**config.mk**
```make
export PLATFORM = sky130hd
export DESIGN_NAME = icache_top
export DESIGN_NICKNAME = d
export VERILOG_FILES = /design/src/common/icache_pkg.sv /design/src/common/icache_fill_if.sv /design/src/icache/icache_fsm.sv /design/src/icache/icache_memory.sv /design/src/icache/icache_fill.sv /design/src/source/icache_top.sv
export SDC_FILE = /design/constraint.sdc
export NUM_CORES = 2
export LEC_CHECK = 0
export BUFFER_PORTS_ARGS = -buffer_cell sky130_fd_sc_hd__buf_2
export CAP_MARGIN = 20
export CORE_UTILIZATION = 23
export DETAILED_ROUTE_END_ITERATION = 10
export SYNTH_ARGS = -nofsm -noshare
export SYNTH_HDL_FRONTEND = slang
export SYNTH_MEMORY_MAX_BITS = 65536
export SYNTH_SLANG_ARGS = --single-unit
```
**constraint.sdc**
```tcl
create_clock -name clk_i -period 25.6 [get_ports clk_i]
set_input_delay 5.12 -clock clk_i [delete_from_list [all_inputs] [get_ports clk_i]]
set_output_delay 5.12 -clock clk_i [all_outputs]
set_load 0.05 [all_outputs]
```
**src/common/icache_pkg.sv**
```systemverilog
/*
  instruction cache shared definitions
  fixed geometry, fill command encoding and controller states
*/

package icache_pkg;

  //////////////////////////////////////////////////////////////////////
  // word and address widths
  //////////////////////////////////////////////////////////////////////

  // data word, also the parcel size
  localparam int XLEN = 32;

  // physical address
  localparam int PLEN = 32;

  //////////////////////////////////////////////////////////////////////
  // cache geometry
  //////////////////////////////////////////////////////////////////////

  localparam int WAYS       = 2;
  localparam int SETS       = 16;
  localparam int LINE_WORDS = 4;

  // address split, low to high
  localparam int BYTE_OFFS_BITS = $clog2(XLEN / 8);
  localparam int WORD_OFFS_BITS = $clog2(LINE_WORDS);
  localparam int IDX_BITS       = $clog2(SETS);
  localparam int TAG_BITS       = PLEN - IDX_BITS - WORD_OFFS_BITS - BYTE_OFFS_BITS;

  // one full line as a flat vector, word 0 in the low bits
  localparam int LINE_BITS = LINE_WORDS * XLEN;

  //////////////////////////////////////////////////////////////////////
  // types
  //////////////////////////////////////////////////////////////////////

  // command pulse from controller to fill unit
  typedef enum logic [1:0] {
    FILL_NOP,
    FILL_LINE,
    FILL_WORD
  } fill_cmd_t;

  // cache controller states
  typedef enum logic [2:0] {
    ARMED,
    INVALIDATE,
    NONCACHEABLE,
    READ,
    RECOVER0,
    RECOVER1
  } ctrl_state_t;

endpackage

```
**src/common/icache_fill_if.sv**
```systemverilog
/*
  fill bus between cache controller, fill unit and cache arrays
  command, returned beats, line buffer, completion and fill way
*/

`timescale 1ns/100ps

interface icache_fill_if
  import icache_pkg::*;
();

  // command pulse and address, from controller
  fill_cmd_t                   cmd;
  logic [PLEN-1:0]             adr;

  // per word beat, from fill unit
  logic                        beat_ack;
  logic [XLEN-1:0]             beat_word;
  logic [WORD_OFFS_BITS-1:0]   beat_idx;

  // completion, err ends the transfer early
  logic                        err;
  logic                        done;
  logic [LINE_BITS-1:0]        line;

  // one-hot victim way, latched by the arrays
  logic [WAYS-1:0]             way;

  modport ctrl   (output cmd, adr,
                  input  beat_ack, beat_word, beat_idx, err, done);

  modport filler (input  cmd, adr,
                  output beat_ack, beat_word, beat_idx, err, done, line);

  modport memory (input  cmd, adr, err, done, line,
                  output way);

endinterface

```
**src/icache/icache_fsm.sv**
```systemverilog
/*
  instruction cache control FSM
  serves hits in ARMED, starts line and single word fills,
  selects the parcel and drives stall and parcel flags
*/

`timescale 1ns/100ps

module icache_fsm
  import icache_pkg::*;
(
  input  logic                 clk_i,
  input  logic                 rst_ni,

  // fetch side
  input  logic                 req_i,
  input  logic [PLEN-1:0]      adr_i,
  input  logic                 cacheable_i,
  input  logic                 flush_i,
  input  logic                 invalidate_i,
  output logic                 stall_o,
  output logic [XLEN-1:0]      parcel_o,
  output logic                 parcel_valid_o,
  output logic                 parcel_error_o,
  output logic                 parcel_misaligned_o,

  // cache arrays
  input  logic                 hit_i,
  input  logic [XLEN-1:0]      hit_word_i,
  output logic                 invalidate_all_o,

  // fill unit
  icache_fill_if.ctrl          fill
);

  ctrl_state_t                 state;
  logic                        invalidate_hold;
  logic                        inv_pending;
  logic                        misaligned;
  logic                        valid_req;
  logic                        cache_ack;
  logic                        start_fill;
  logic                        waiting;
  logic                        deliver;
  logic [WORD_OFFS_BITS-1:0]   req_idx;

  //////////////////////////////////////////////////////////////////////
  // request qualification
  //////////////////////////////////////////////////////////////////////

  // parcels are full words
  assign misaligned  = |adr_i[BYTE_OFFS_BITS-1:0];
  assign valid_req   = req_i & ~misaligned & ~flush_i;
  assign inv_pending = invalidate_i | invalidate_hold;

  // hit served straight from the arrays
  assign cache_ack = valid_req & cacheable_i & hit_i;

  // miss or noncacheable, only when no invalidate is waiting
  assign start_fill = (state == ARMED) & ~inv_pending & valid_req &
                      (~cacheable_i | ~hit_i);

  // keep invalidate until INVALIDATE has run
  always_ff @(posedge clk_i or negedge rst_ni)
    if (!rst_ni)
      invalidate_hold <= 1'b0;
    else
      invalidate_hold <= invalidate_i | (invalidate_hold & ~invalidate_all_o);

  //////////////////////////////////////////////////////////////////////
  // state machine
  //////////////////////////////////////////////////////////////////////

  always_ff @(posedge clk_i or negedge rst_ni)
    if (!rst_ni)
    begin
      state            <= ARMED;
      invalidate_all_o <= 1'b0;
      fill.cmd         <= FILL_NOP;
    end
    else
    begin
      // command is a single cycle pulse
      fill.cmd <= FILL_NOP;

      unique case (state)
        ARMED:
          if (inv_pending)
          begin
            state            <= INVALIDATE;
            invalidate_all_o <= 1'b1;
          end
          else if (start_fill && !cacheable_i)
          begin
            state    <= NONCACHEABLE;
            fill.cmd <= FILL_WORD;
          end
          else if (start_fill)
          begin
            state    <= READ;
            fill.cmd <= FILL_LINE;
          end

        // valid bits cleared in this cycle
        INVALIDATE:
        begin
          state            <= RECOVER0;
          invalidate_all_o <= 1'b0;
        end

        // single read, done follows the beat or the error
        NONCACHEABLE:
          if (fill.done)
            state <= ARMED;

        // line written by the arrays on done
        READ:
          if (fill.done)
            state <= RECOVER0;

        // arrays settle after the write
        RECOVER0:
          state <= RECOVER1;

        RECOVER1:
          state <= ARMED;

        default:
          state <= ARMED;
      endcase
    end

  // fill address and requested word, taken with the command
  always_ff @(posedge clk_i)
    if (start_fill)
    begin
      fill.adr <= adr_i;
      req_idx  <= adr_i[BYTE_OFFS_BITS +: WORD_OFFS_BITS];
    end

  // fetch still owed a word or an error
  always_ff @(posedge clk_i or negedge rst_ni)
    if (!rst_ni)
      waiting <= 1'b0;
    else if (start_fill)
      waiting <= 1'b1;
    else if (flush_i || deliver || parcel_error_o)
      waiting <= 1'b0;

  //////////////////////////////////////////////////////////////////////
  // parcel out
  //////////////////////////////////////////////////////////////////////

  // beat carrying the owed word
  always_comb
    unique case (state)
      NONCACHEABLE: deliver = waiting & valid_req & fill.beat_ack;
      READ:         deliver = waiting & valid_req & fill.beat_ack &
                              (fill.beat_idx == req_idx);
      default:      deliver = 1'b0;
    endcase

  // beat data while filling, array word otherwise
  assign parcel_o = (state == READ || state == NONCACHEABLE) ? fill.beat_word : hit_word_i;

  assign parcel_valid_o      = (state == ARMED) ? cache_ack : deliver;
  assign parcel_error_o      = waiting & valid_req & fill.err;
  assign parcel_misaligned_o = req_i & misaligned;

  // stall until the request is answered
  always_comb
    unique case (state)
      ARMED:        stall_o = valid_req & ~cache_ack;
      NONCACHEABLE: stall_o = ~(deliver | parcel_error_o);
      READ:         stall_o = ~(deliver | parcel_error_o);
      default:      stall_o = 1'b1;
    endcase

endmodule

```
**src/icache/icache_memory.sv**
```systemverilog
/*
  instruction cache arrays
  tag, valid and data per way, hit lookup, round-robin victim,
  line write on fill completion and invalidate of all lines
*/

`timescale 1ns/100ps

module icache_memory
  import icache_pkg::*;
(
  input  logic                 clk_i,
  input  logic                 rst_ni,

  // lookup
  input  logic [PLEN-1:0]      adr_i,
  input  logic                 invalidate_all_i,
  output logic                 hit_o,
  output logic [XLEN-1:0]      hit_word_o,

  // fill side
  icache_fill_if.memory        fill
);

  // storage
  logic [TAG_BITS-1:0]         tag_q  [WAYS][SETS];
  logic [LINE_BITS-1:0]        data_q [WAYS][SETS];
  logic [WAYS-1:0][SETS-1:0]   valid_q;
  logic [SETS-1:0]             rr_q;

  // lookup address fields
  logic [TAG_BITS-1:0]         core_tag;
  logic [IDX_BITS-1:0]         idx;
  logic [WORD_OFFS_BITS-1:0]   word_offs;
  logic [WAYS-1:0]             hit_way;
  logic [LINE_BITS-1:0]        hit_line;

  // fill side
  logic [IDX_BITS-1:0]         fill_idx;
  logic [IDX_BITS-1:0]         wr_idx;
  logic [TAG_BITS-1:0]         wr_tag;
  logic                        line_pending;
  logic                        line_write;

  //////////////////////////////////////////////////////////////////////
  // lookup
  //////////////////////////////////////////////////////////////////////

  assign core_tag  = adr_i[PLEN-1 -: TAG_BITS];
  assign idx       = adr_i[BYTE_OFFS_BITS + WORD_OFFS_BITS +: IDX_BITS];
  assign word_offs = adr_i[BYTE_OFFS_BITS +: WORD_OFFS_BITS];

  always_comb
  begin
    hit_way = '0;
    for (int w = 0; w < WAYS; w++)
      hit_way[w] = valid_q[w][idx] & (tag_q[w][idx] == core_tag);
  end

  // at most one way hits
  always_comb
  begin
    hit_line = '0;
    for (int w = 0; w < WAYS; w++)
      if (hit_way[w])
        hit_line = data_q[w][idx];
  end

  assign hit_o      = |hit_way;
  assign hit_word_o = hit_line[word_offs * XLEN +: XLEN];

  //////////////////////////////////////////////////////////////////////
  // fill
  //////////////////////////////////////////////////////////////////////

  assign fill_idx = fill.adr[BYTE_OFFS_BITS + WORD_OFFS_BITS +: IDX_BITS];

  // victim and write location, taken with the line command
  always_ff @(posedge clk_i)
    if (fill.cmd == FILL_LINE)
    begin
      fill.way <= WAYS'(1) << rr_q[fill_idx];
      wr_idx   <= fill_idx;
      wr_tag   <= fill.adr[PLEN-1 -: TAG_BITS];
    end

  // a failed burst leaves the arrays alone
  always_ff @(posedge clk_i or negedge rst_ni)
    if (!rst_ni)
      line_pending <= 1'b0;
    else if (fill.cmd == FILL_LINE)
      line_pending <= 1'b1;
    else if (fill.err || fill.done)
      line_pending <= 1'b0;

  assign line_write = fill.done & line_pending;

  always_ff @(posedge clk_i)
    if (line_write)
      for (int w = 0; w < WAYS; w++)
        if (fill.way[w])
        begin
          data_q[w][wr_idx] <= fill.line;
          tag_q[w][wr_idx]  <= wr_tag;
        end

  // valid bits and round-robin pointers
  always_ff @(posedge clk_i or negedge rst_ni)
    if (!rst_ni)
    begin
      valid_q <= '0;
      rr_q    <= '0;
    end
    else if (invalidate_all_i)
      valid_q <= '0;
    else if (line_write)
    begin
      for (int w = 0; w < WAYS; w++)
        if (fill.way[w])
          valid_q[w][wr_idx] <= 1'b1;
      // next fill of this set goes to the other way
      rr_q[wr_idx] <= ~rr_q[wr_idx];
    end

endmodule

```
**src/icache/icache_fill.sv**
```systemverilog
/*
  instruction cache fill unit
  runs four word reads for a line or one read for a noncacheable
  fetch, reports each beat and gathers the line buffer
*/

`timescale 1ns/100ps

module icache_fill
  import icache_pkg::*;
(
  input  logic                 clk_i,
  input  logic                 rst_ni,

  // memory port
  output logic                 mem_req_o,
  output logic [PLEN-1:0]      mem_adr_o,
  input  logic                 mem_ack_i,
  input  logic [XLEN-1:0]      mem_q_i,
  input  logic                 mem_err_i,

  // controller and arrays
  icache_fill_if.filler        fill
);

  localparam int BASE_BITS = PLEN - WORD_OFFS_BITS - BYTE_OFFS_BITS;

  logic [BASE_BITS-1:0]        base_q;
  logic [WORD_OFFS_BITS-1:0]   cnt_q;
  logic                        line_mode_q;
  logic [LINE_BITS-1:0]        line_q;
  logic                        last_beat;

  //////////////////////////////////////////////////////////////////////
  // beats
  //////////////////////////////////////////////////////////////////////

  // word counter walks the line
  assign mem_adr_o = {base_q, cnt_q, {BYTE_OFFS_BITS{1'b0}}};

  assign fill.beat_ack  = mem_req_o & mem_ack_i & ~mem_err_i;
  assign fill.beat_word = mem_q_i;
  assign fill.beat_idx  = cnt_q;
  assign fill.err       = mem_req_o & mem_err_i;
  assign fill.line      = line_q;

  // single read ends after one beat
  assign last_beat = ~line_mode_q | (cnt_q == WORD_OFFS_BITS'(LINE_WORDS - 1));

  //////////////////////////////////////////////////////////////////////
  // sequencer
  //////////////////////////////////////////////////////////////////////

  always_ff @(posedge clk_i or negedge rst_ni)
    if (!rst_ni)
    begin
      mem_req_o   <= 1'b0;
      fill.done   <= 1'b0;
      line_mode_q <= 1'b0;
      cnt_q       <= '0;
    end
    else
    begin
      // done one cycle after the last beat or the error
      fill.done <= fill.err | (fill.beat_ack & last_beat);

      if (!mem_req_o)
      begin
        if (fill.cmd == FILL_LINE)
        begin
          // bursts always start at word 0
          mem_req_o   <= 1'b1;
          line_mode_q <= 1'b1;
          cnt_q       <= '0;
        end
        else if (fill.cmd == FILL_WORD)
        begin
          mem_req_o   <= 1'b1;
          line_mode_q <= 1'b0;
          cnt_q       <= fill.adr[BYTE_OFFS_BITS +: WORD_OFFS_BITS];
        end
      end
      else if (fill.err || (fill.beat_ack && last_beat))
        mem_req_o <= 1'b0;
      else if (fill.beat_ack)
        cnt_q <= cnt_q + 1'b1;
    end

  // line base held for the whole transfer
  always_ff @(posedge clk_i)
    if (!mem_req_o && fill.cmd != FILL_NOP)
      base_q <= fill.adr[PLEN-1 -: BASE_BITS];

  // line buffer, slot picked by the word counter
  always_ff @(posedge clk_i)
    if (fill.beat_ack)
      line_q[cnt_q * XLEN +: XLEN] <= mem_q_i;

endmodule

```
**src/source/icache_top.sv**
```systemverilog
/*
  two-way set-associative instruction cache
  controller, arrays and fill unit behind plain fetch and memory ports
*/

`timescale 1ns/100ps

module icache_top
  import icache_pkg::*;
(
  input  logic                 clk_i,
  input  logic                 rst_ni,

  // fetch stage
  input  logic                 req_i,
  input  logic [PLEN-1:0]      adr_i,
  input  logic                 cacheable_i,
  input  logic                 flush_i,
  input  logic                 invalidate_i,
  output logic                 stall_o,
  output logic [XLEN-1:0]      parcel_o,
  output logic                 parcel_valid_o,
  output logic                 parcel_error_o,
  output logic                 parcel_misaligned_o,

  // memory port
  output logic                 mem_req_o,
  output logic [PLEN-1:0]      mem_adr_o,
  input  logic                 mem_ack_i,
  input  logic [XLEN-1:0]      mem_q_i,
  input  logic                 mem_err_i
);

  logic                        hit;
  logic [XLEN-1:0]             hit_word;
  logic                        invalidate_all;

  // controller, fill unit and arrays share one fill bus
  icache_fill_if fill_bus ();

  icache_fsm fsm0 (
    .clk_i               (clk_i),
    .rst_ni              (rst_ni),
    .req_i               (req_i),
    .adr_i               (adr_i),
    .cacheable_i         (cacheable_i),
    .flush_i             (flush_i),
    .invalidate_i        (invalidate_i),
    .stall_o             (stall_o),
    .parcel_o            (parcel_o),
    .parcel_valid_o      (parcel_valid_o),
    .parcel_error_o      (parcel_error_o),
    .parcel_misaligned_o (parcel_misaligned_o),
    .hit_i               (hit),
    .hit_word_i          (hit_word),
    .invalidate_all_o    (invalidate_all),
    .fill                (fill_bus.ctrl)
  );

  // lookup uses the live fetch address
  icache_memory mem0 (
    .clk_i               (clk_i),
    .rst_ni              (rst_ni),
    .adr_i               (adr_i),
    .invalidate_all_i    (invalidate_all),
    .hit_o               (hit),
    .hit_word_o          (hit_word),
    .fill                (fill_bus.memory)
  );

  icache_fill fill0 (
    .clk_i               (clk_i),
    .rst_ni              (rst_ni),
    .mem_req_o           (mem_req_o),
    .mem_adr_o           (mem_adr_o),
    .mem_ack_i           (mem_ack_i),
    .mem_q_i             (mem_q_i),
    .mem_err_i           (mem_err_i),
    .fill                (fill_bus.filler)
  );

endmodule

```
# After elaboration in Yosys (flattened, before gate mapping)
# Memory sizes are Yosys's and may differ from the RTL's.
# Cells that the tools add are included.
[word_totals]
ff_bits = 282
mem_bits_rw = 4864
in_bits = 72
mem_count = 2
[classes]
addsub = 2
n_lt_le_gt_ge = 7
n_eq_ne = 16
shifts = 4
muxes = 73
n_bitwise = 43
n_reduce_logical = 32
[mem_list]
columns = ["memory", "depth", "width", "read_ports", "rd_ports_with_merged_regs", "write_ports", "line", "rtl"]
rows = [
  ["mem0.data_q", 2, 2048, 2, 0, 2, "icache_memory.sv:27", "logic [LINE_BITS-1:0] data_q [WAYS][SETS];"],
  ["mem0.tag_q", 2, 384, 2, 0, 2, "icache_memory.sv:26", "logic [TAG_BITS-1:0] tag_q [WAYS][SETS];"],
]
[ops]
columns = ["op", "n"]
rows = [
  ["2-to-1 mux 2048 bit", 2],
  ["binary-select mux 128 bit (select 4 bit)", 2],
  ["2-to-1 mux 128 bit", 7],
  ["2-to-1 mux 384 bit", 2],
  ["demux 128 bit (select 4 bit)", 1],
  ["binary-select mux 24 bit (select 4 bit)", 2],
  ["bitwise mux 128 bit", 1],
  ["variable shift 32 x 34 -> 128 bit, first input constant", 1],
  ["indexed part select 128 x 8 -> 32 bit", 1],
  ["indexed part select 32 x 34 -> 128 bit", 1],
  ["2-to-1 mux 24 bit", 5],
  ["demux 24 bit (select 4 bit)", 1],
  ["2-to-1 mux 32 bit", 3],
  ["equality test 24 bit", 2],
  ["negator 7 -> 34 bit", 1],
  ["2-to-1 mux 16 bit", 2],
  ["bitwise OR 16 bit", 2],
  ["2-to-1 mux 1 bit", 22],
  ["bitwise AND 1 bit", 21],
  ["binary-select mux 1 bit (select 4 bit)", 4],
  ["bitwise mux 16 bit", 1],
  ["2-to-1 mux 2 bit", 8],
  ["nonzero test 2 bit", 8],
  ["< comparator 4 x 5 -> 1 bit, second input constant", 3],
  ["29 further kinds", 74],
]

# Logic depth before layout (Yosys ltp)
[depth]
depth_word = 14
depth_mapped = 18

# By module
# From an unflattened synthesis, not the netlist that was laid out.
[hier_totals]
hier_cells = 8237
hier_area_um2 = 197186.6
[by_module_without_submodules]
columns = ["mod", "n_inst", "cells_each", "area_per_inst_um2", "seq_area_each_um2"]
rows = [
  ["icache_memory", 1, 7670, 189061.3, 148187.1],
  ["icache_fill", 1, 380, 6302.3, 4809.6],
  ["icache_fsm", 1, 187, 1823.0, 1161.1],
]

# Worst setup path after synthesis
# OpenSTA, ideal clock, no wires.
[synth_path]
path_kind = "input to output"
startpoint = "in adr_i[5]"
endpoint = "out parcel_valid_o"
t_arrival_ps = 8601
t_required_ps = 20480
setup_slack_ps = 11879
cell_stages = 14
cell_sequence = "buf_6 buf_6 buf_4 buf_2 buf_2 mux4_2 a22o_1 a221oi_1 xor2_1 nand4_1 nor3_1 and2_1 o21ai_1 o21ai_0"
[synth_between]
elab_chain_cells = 9
word_cells_on_any_way = 18
cone_classes = "2 x eq/ne; 11 x mux; 4 x bitwise; 1 x reduce/logical"
[synth_lines]
columns = ["element", "line", "rtl"]
rows = [
  ["start, declared", "icache_top.sv:16", "input logic [PLEN-1:0] adr_i,"],
  ["NOT 4 -> 5 bit (not written as such)", "icache_memory.sv:57", "hit_way[w] = valid_q[w][idx] & (tag_q[w][idx] == core_tag);"],
  ["binary-select mux 24 bit (select 4 bit)", "icache_memory.sv:57", ""],
  ["2-to-1 mux 24 bit (not written as such) (2 in series)", "icache_memory.sv:57", ""],
  ["equality test 24 bit", "icache_memory.sv:57", ""],
  ["bitwise AND 1 bit", "icache_memory.sv:57", ""],
  ["OR reduction 2 bit *", "icache_memory.sv:69", "assign hit_o = |hit_way;"],
  ["bitwise AND 1 bit *", "icache_fsm.sv:57", "assign cache_ack = valid_req & cacheable_i & hit_i;"],
  ["2-to-1 mux 1 bit *", "icache_fsm.sv:166", "assign parcel_valid_o = (state == ARMED) ? cache_ack : deliver;"],
  ["end, declared", "icache_top.sv:22", "output logic parcel_valid_o,"],
]
# Mark *: on every way between the ends. The rest lies on a longest branch, timed or not. The select of a mux whose other input is x is not followed.

# Worst setup path after layout
[layout_path]
startpoint = "in adr_i[5]"
endpoint = "out parcel_o[3]"
[layout_between]
elab_chain_cells = 10
word_cells_on_any_way = 25
cone_classes = "2 x eq/ne; 1 x shift; 19 x mux; 3 x bitwise"
[layout_lines]
columns = ["element", "line", "rtl"]
rows = [
  ["NOT 4 -> 5 bit (not written as such)", "icache_memory.sv:57, icache_memory.sv:66", ""],
  ["binary-select mux 24 bit (select 4 bit)", "icache_memory.sv:57", ""],
  ["2-to-1 mux 24 bit (not written as such) (2 in series)", "icache_memory.sv:57", ""],
  ["equality test 24 bit", "icache_memory.sv:57", ""],
  ["bitwise AND 1 bit", "icache_memory.sv:57", ""],
  ["2-to-1 mux 128 bit", "icache_memory.sv:65", "if (hit_way[w])"],
  ["2-to-1 mux 128 bit *", "icache_memory.sv:65", ""],
  ["indexed part select 128 x 8 -> 32 bit *", "icache_memory.sv:70", "assign hit_word_o = hit_line[word_offs * XLEN +: XLEN];"],
  ["2-to-1 mux 32 bit *", "icache_fsm.sv:164", "assign parcel_o = (state == READ || state == NONCACHEABLE) ? fill.beat_word : hit_word_i;"],
  ["end, declared", "icache_top.sv:21", "output logic [XLEN-1:0] parcel_o,"],
]
# Marked as above.

==> impl_results.md <==
- DRT iter0 DRCs: 10795
- Critical R2R Launch: mem0.wr_idx[0]
- R2r worst-path depth: 7
- Buf/Inv on CP: 8
- Slew HR: 20.1%
- Cell leakage power: approximately 68 nW
- Main synth FF type: edfxtp_1
- Die Ht: roughly 930 um
- Die area: about 860000 um2
- Pre-CTS WS: ~7.1 ns
- Total GRT Usage: between 10% and 20%
- Minimum clock period: approximately 18 ns
- Crit Path Class: primary input to primary output
- Peak Freq: 0.0543 GHz
- Worst slew pin tran: 1.20 ns
- Routed Antenna Nets: 0
- Vias: 91401
- Clock Sink Count: between 5000 and 6000
- CTS clk-pin slew, worst paths: roughly 0.070 ns
- Clock Latency Late Sink: 1.06 ns
- Post-synthesis sequential area ratio: a little under 80%
- Commonest cells after routing, fill and taps aside: edfxtp_1 (5080), mux4_2 (1488), clkbuf_16 (457), buf_4 (230), nor2_1 (167)
- Fraction of layout cells with a size suffix above 1: 29.4%
- Final Hold Viols: 0
- Post-CTS Resized: 0
- Req. time, crit path: around 20 ns
- Nets@finish: approximately 8600
- CP max-delay cell: buf_4
- Via/cell ratio: around 4.5
- Boundary pin count: roughly 140
- Syn. warnings: 0
- Power per cell area: roughly 75 nW/um2
- Synthesized area per cell: 24.3 um2
- Post-DP HPWL: 285 mm
- CTS Buffer Depth: 4
- Post-synthesis register bit count: about 5100
- Routed length per instance: between 20 and 30 um
- GPL Wtd Cong: roughly 0.74
- Drt pass-1 iters: 5
- I/O Buffers: ~140
- Setup crit end kind: primary output
- Worst path depth: 14
- # setup viols final: 0
- Cells on Worst Hold Path: 0
- Crit-path max FO: 90
- Period utilization: 71.9%
- Class of the tightest hold or removal check: flip-flop to flip-flop
- Setup TNS: 0 ns
- Synth cell types: 65
- # DRC: 0
- Skew final: roughly 0.096 ns
- Max IR drop VDD: between 0.06 and 0.07 mV
- Element type at the critical path start: primary input
- Antenna violations before repair: 52
- Post-synth EDFFs: ~5000
- Synthesized area: 197000 um2
- Die span in x: roughly 930 um
- Cells after Synth: a little over 8000
- Top Family by Delay on Critical Path: buffers and inverters
- Gr ovfl total: 0
- Worst path cell trace: buf_12 > buf_4 > buf_4 > buf_4 > buf_4 > buf_4 > buf_4 > mux4_2 > mux4_2 > a21boi_1 > a2111oi_0 > nor3b_1 > a22o_1 > buf_2
- Fin. max-slew vios: 0
- Util after Layout: between 20% and 30%
- CORE AREA: 852000 um2
- Global-route wire length before repair: ~750 mm
- CTS tree: done
- Initial Util: a little under a quarter
- Area grow syn2layout: 15.4%
- Commonest non-fill, non-tap cell in the layout: edfxtp_1
- Post-CTS Setup Bufs: 0
- Num rows: roughly 340
- MaxCap Viol Count: 0
- Post-DP Area: ~210000 um2
- Final WS setup: ~7.2 ns
- CP arrival: roughly 13 ns
- Clock root buffer: clkbuf_16
- Largest net degree at the start of global routing: 124
- Vias in the first global route: slightly above 90000
- Async set or reset register ratio after synthesis: 1.21%
- Worst Setup SP: adr_i[5]
- Drt total wl: 541 mm
- Design area: between 200000 and 250000 um2
- CTS Hold Bufs: 0
- H-tree depth: 5
- Total CTS buffers: 451
- CP peak stage delay: 0.85 ns
- Cell with the most instances on the worst path: buf_4
- RSZ-0062 raised after global routing: no
- Status: complete, no violations
- Min-delay src: fsm0.fill.adr[10]
registers in the layout (all words and copies together) (netlist names), 2 cells and up:
signal	count
fill0.base_q	28
fill0.fill.beat_idx	2
fill0.fill.line	128
fsm0.fill.adr	29
fsm0.fill.cmd	2
fsm0.state	3
mem0.data_q	4096
mem0.fill.way	2
mem0.rr_q	16
mem0.tag_q	768
mem0.valid_q	32
mem0.wr_idx	4
mem0.wr_tag	24
final cells by class:
class                      count  area, um2
fill                       83377     625000
sequential                  5142     154000
multi-input combinational   2497      40800
tap                        11253      14100
clock buffer                 567      11900
timing repair buffer         397       3080
clock inverter               267       2940
antenna                       47        118
inverter                      14       61.3
cell usage after synthesis (all sizes together) (8+ instances only):
master	instances	area [um2]
mux2i	111	1110
a21boi	62	465
inv	13	48.8
a22o	42	368
and2	138	863
nor4	9	56.3
a2111oi	33	289
a21oi	9	45.0
dfrtp	62	1550
nor2b	18	113
clkbuf	137	514
o21ai	10	50.0
xor2	33	289
xnor2	28	245
nor2	203	769
a221oi	15	144
nand2	52	198
nor3b	36	270
mux4	1488	33500
a211oi	59	443
ha	8	100
nand4	10	62.6
buf	294	1650
a22oi	22	165
mux2	22	251
nand3	33	165
edfxtp	5080	153000
worst register-to-register path, cell delays in order, from the launching register on:
cell and delay [ns]:
edfxtp_1 0.66, nor2b_1 0.38, nand2_1 0.28, nor2_4 0.53, buf_4 0.84, buf_4 0.77, buf_4 0.84, buf_4 0.82
where the power goes:
part,internal [W],switching (W),leakage [nW]
Combinational,0.000329,0.000505,14.5
Clock,0.00383,0.00309,7.18
Sequential,0.00918,0.0000484,46.5
Total,0.0133,0.00364,68.2
logic make-up (layout without fill, tap and decap cells):
kind of cell | count (synthesis) | count (layout) | share of synthesized area, %
buffers and inverters | 445 | 1245 | 1.12
muxes | 1621 | 1621 | 17.7
AOI/OAI and AO/OA | 275 | 275 | 1.10
other | 1 | 49 | 0.00191
adders and majority gates | 8 | 8 | 0.0509
and+or+nand+nor | 530 | 530 | 1.38
xor gates and xnor gates | 61 | 61 | 0.272
DFF | 5142 | 5142 | 78.3
through the flow:
stage                     std cells  power, W  hold slack (ns)
final                         20184    0.0170            0.449
after global routing          20137    0.0174            0.463
after CTS                     20131    0.0171            0.450
after detailed placement      19297    0.0103            0.430
after global placement        19295    0.0103            0.431
after floorplan                8084   0.00991            0.421
worst paths after layout:
| check | endpoint | slack [ns] |
|---|---|---|
| worst max-delay path | parcel_o[3] | 7.19 |
| worst min-delay path | fill0.base_q[6] | 0.45 |
| worst max register to register | mem0.data_q[0][1334] | 20.08 |
| worst min register to register | fill0.base_q[6] | 0.45 |
| max in group asynchronous | mem0.valid_q[29] | 20.68 |
| min in group asynchronous | mem0.valid_q[8] | 4.29 |
layer usage:
metal / GRT usage [%] / wire length, um
met1: 15.8 / 215000
met2: 21.3 / 274000
met3: 1.71 / 37000
met4: 3.12 / 14600
met5: 0 / 98
No activity file was read; power rests on OpenSTA's default activity.
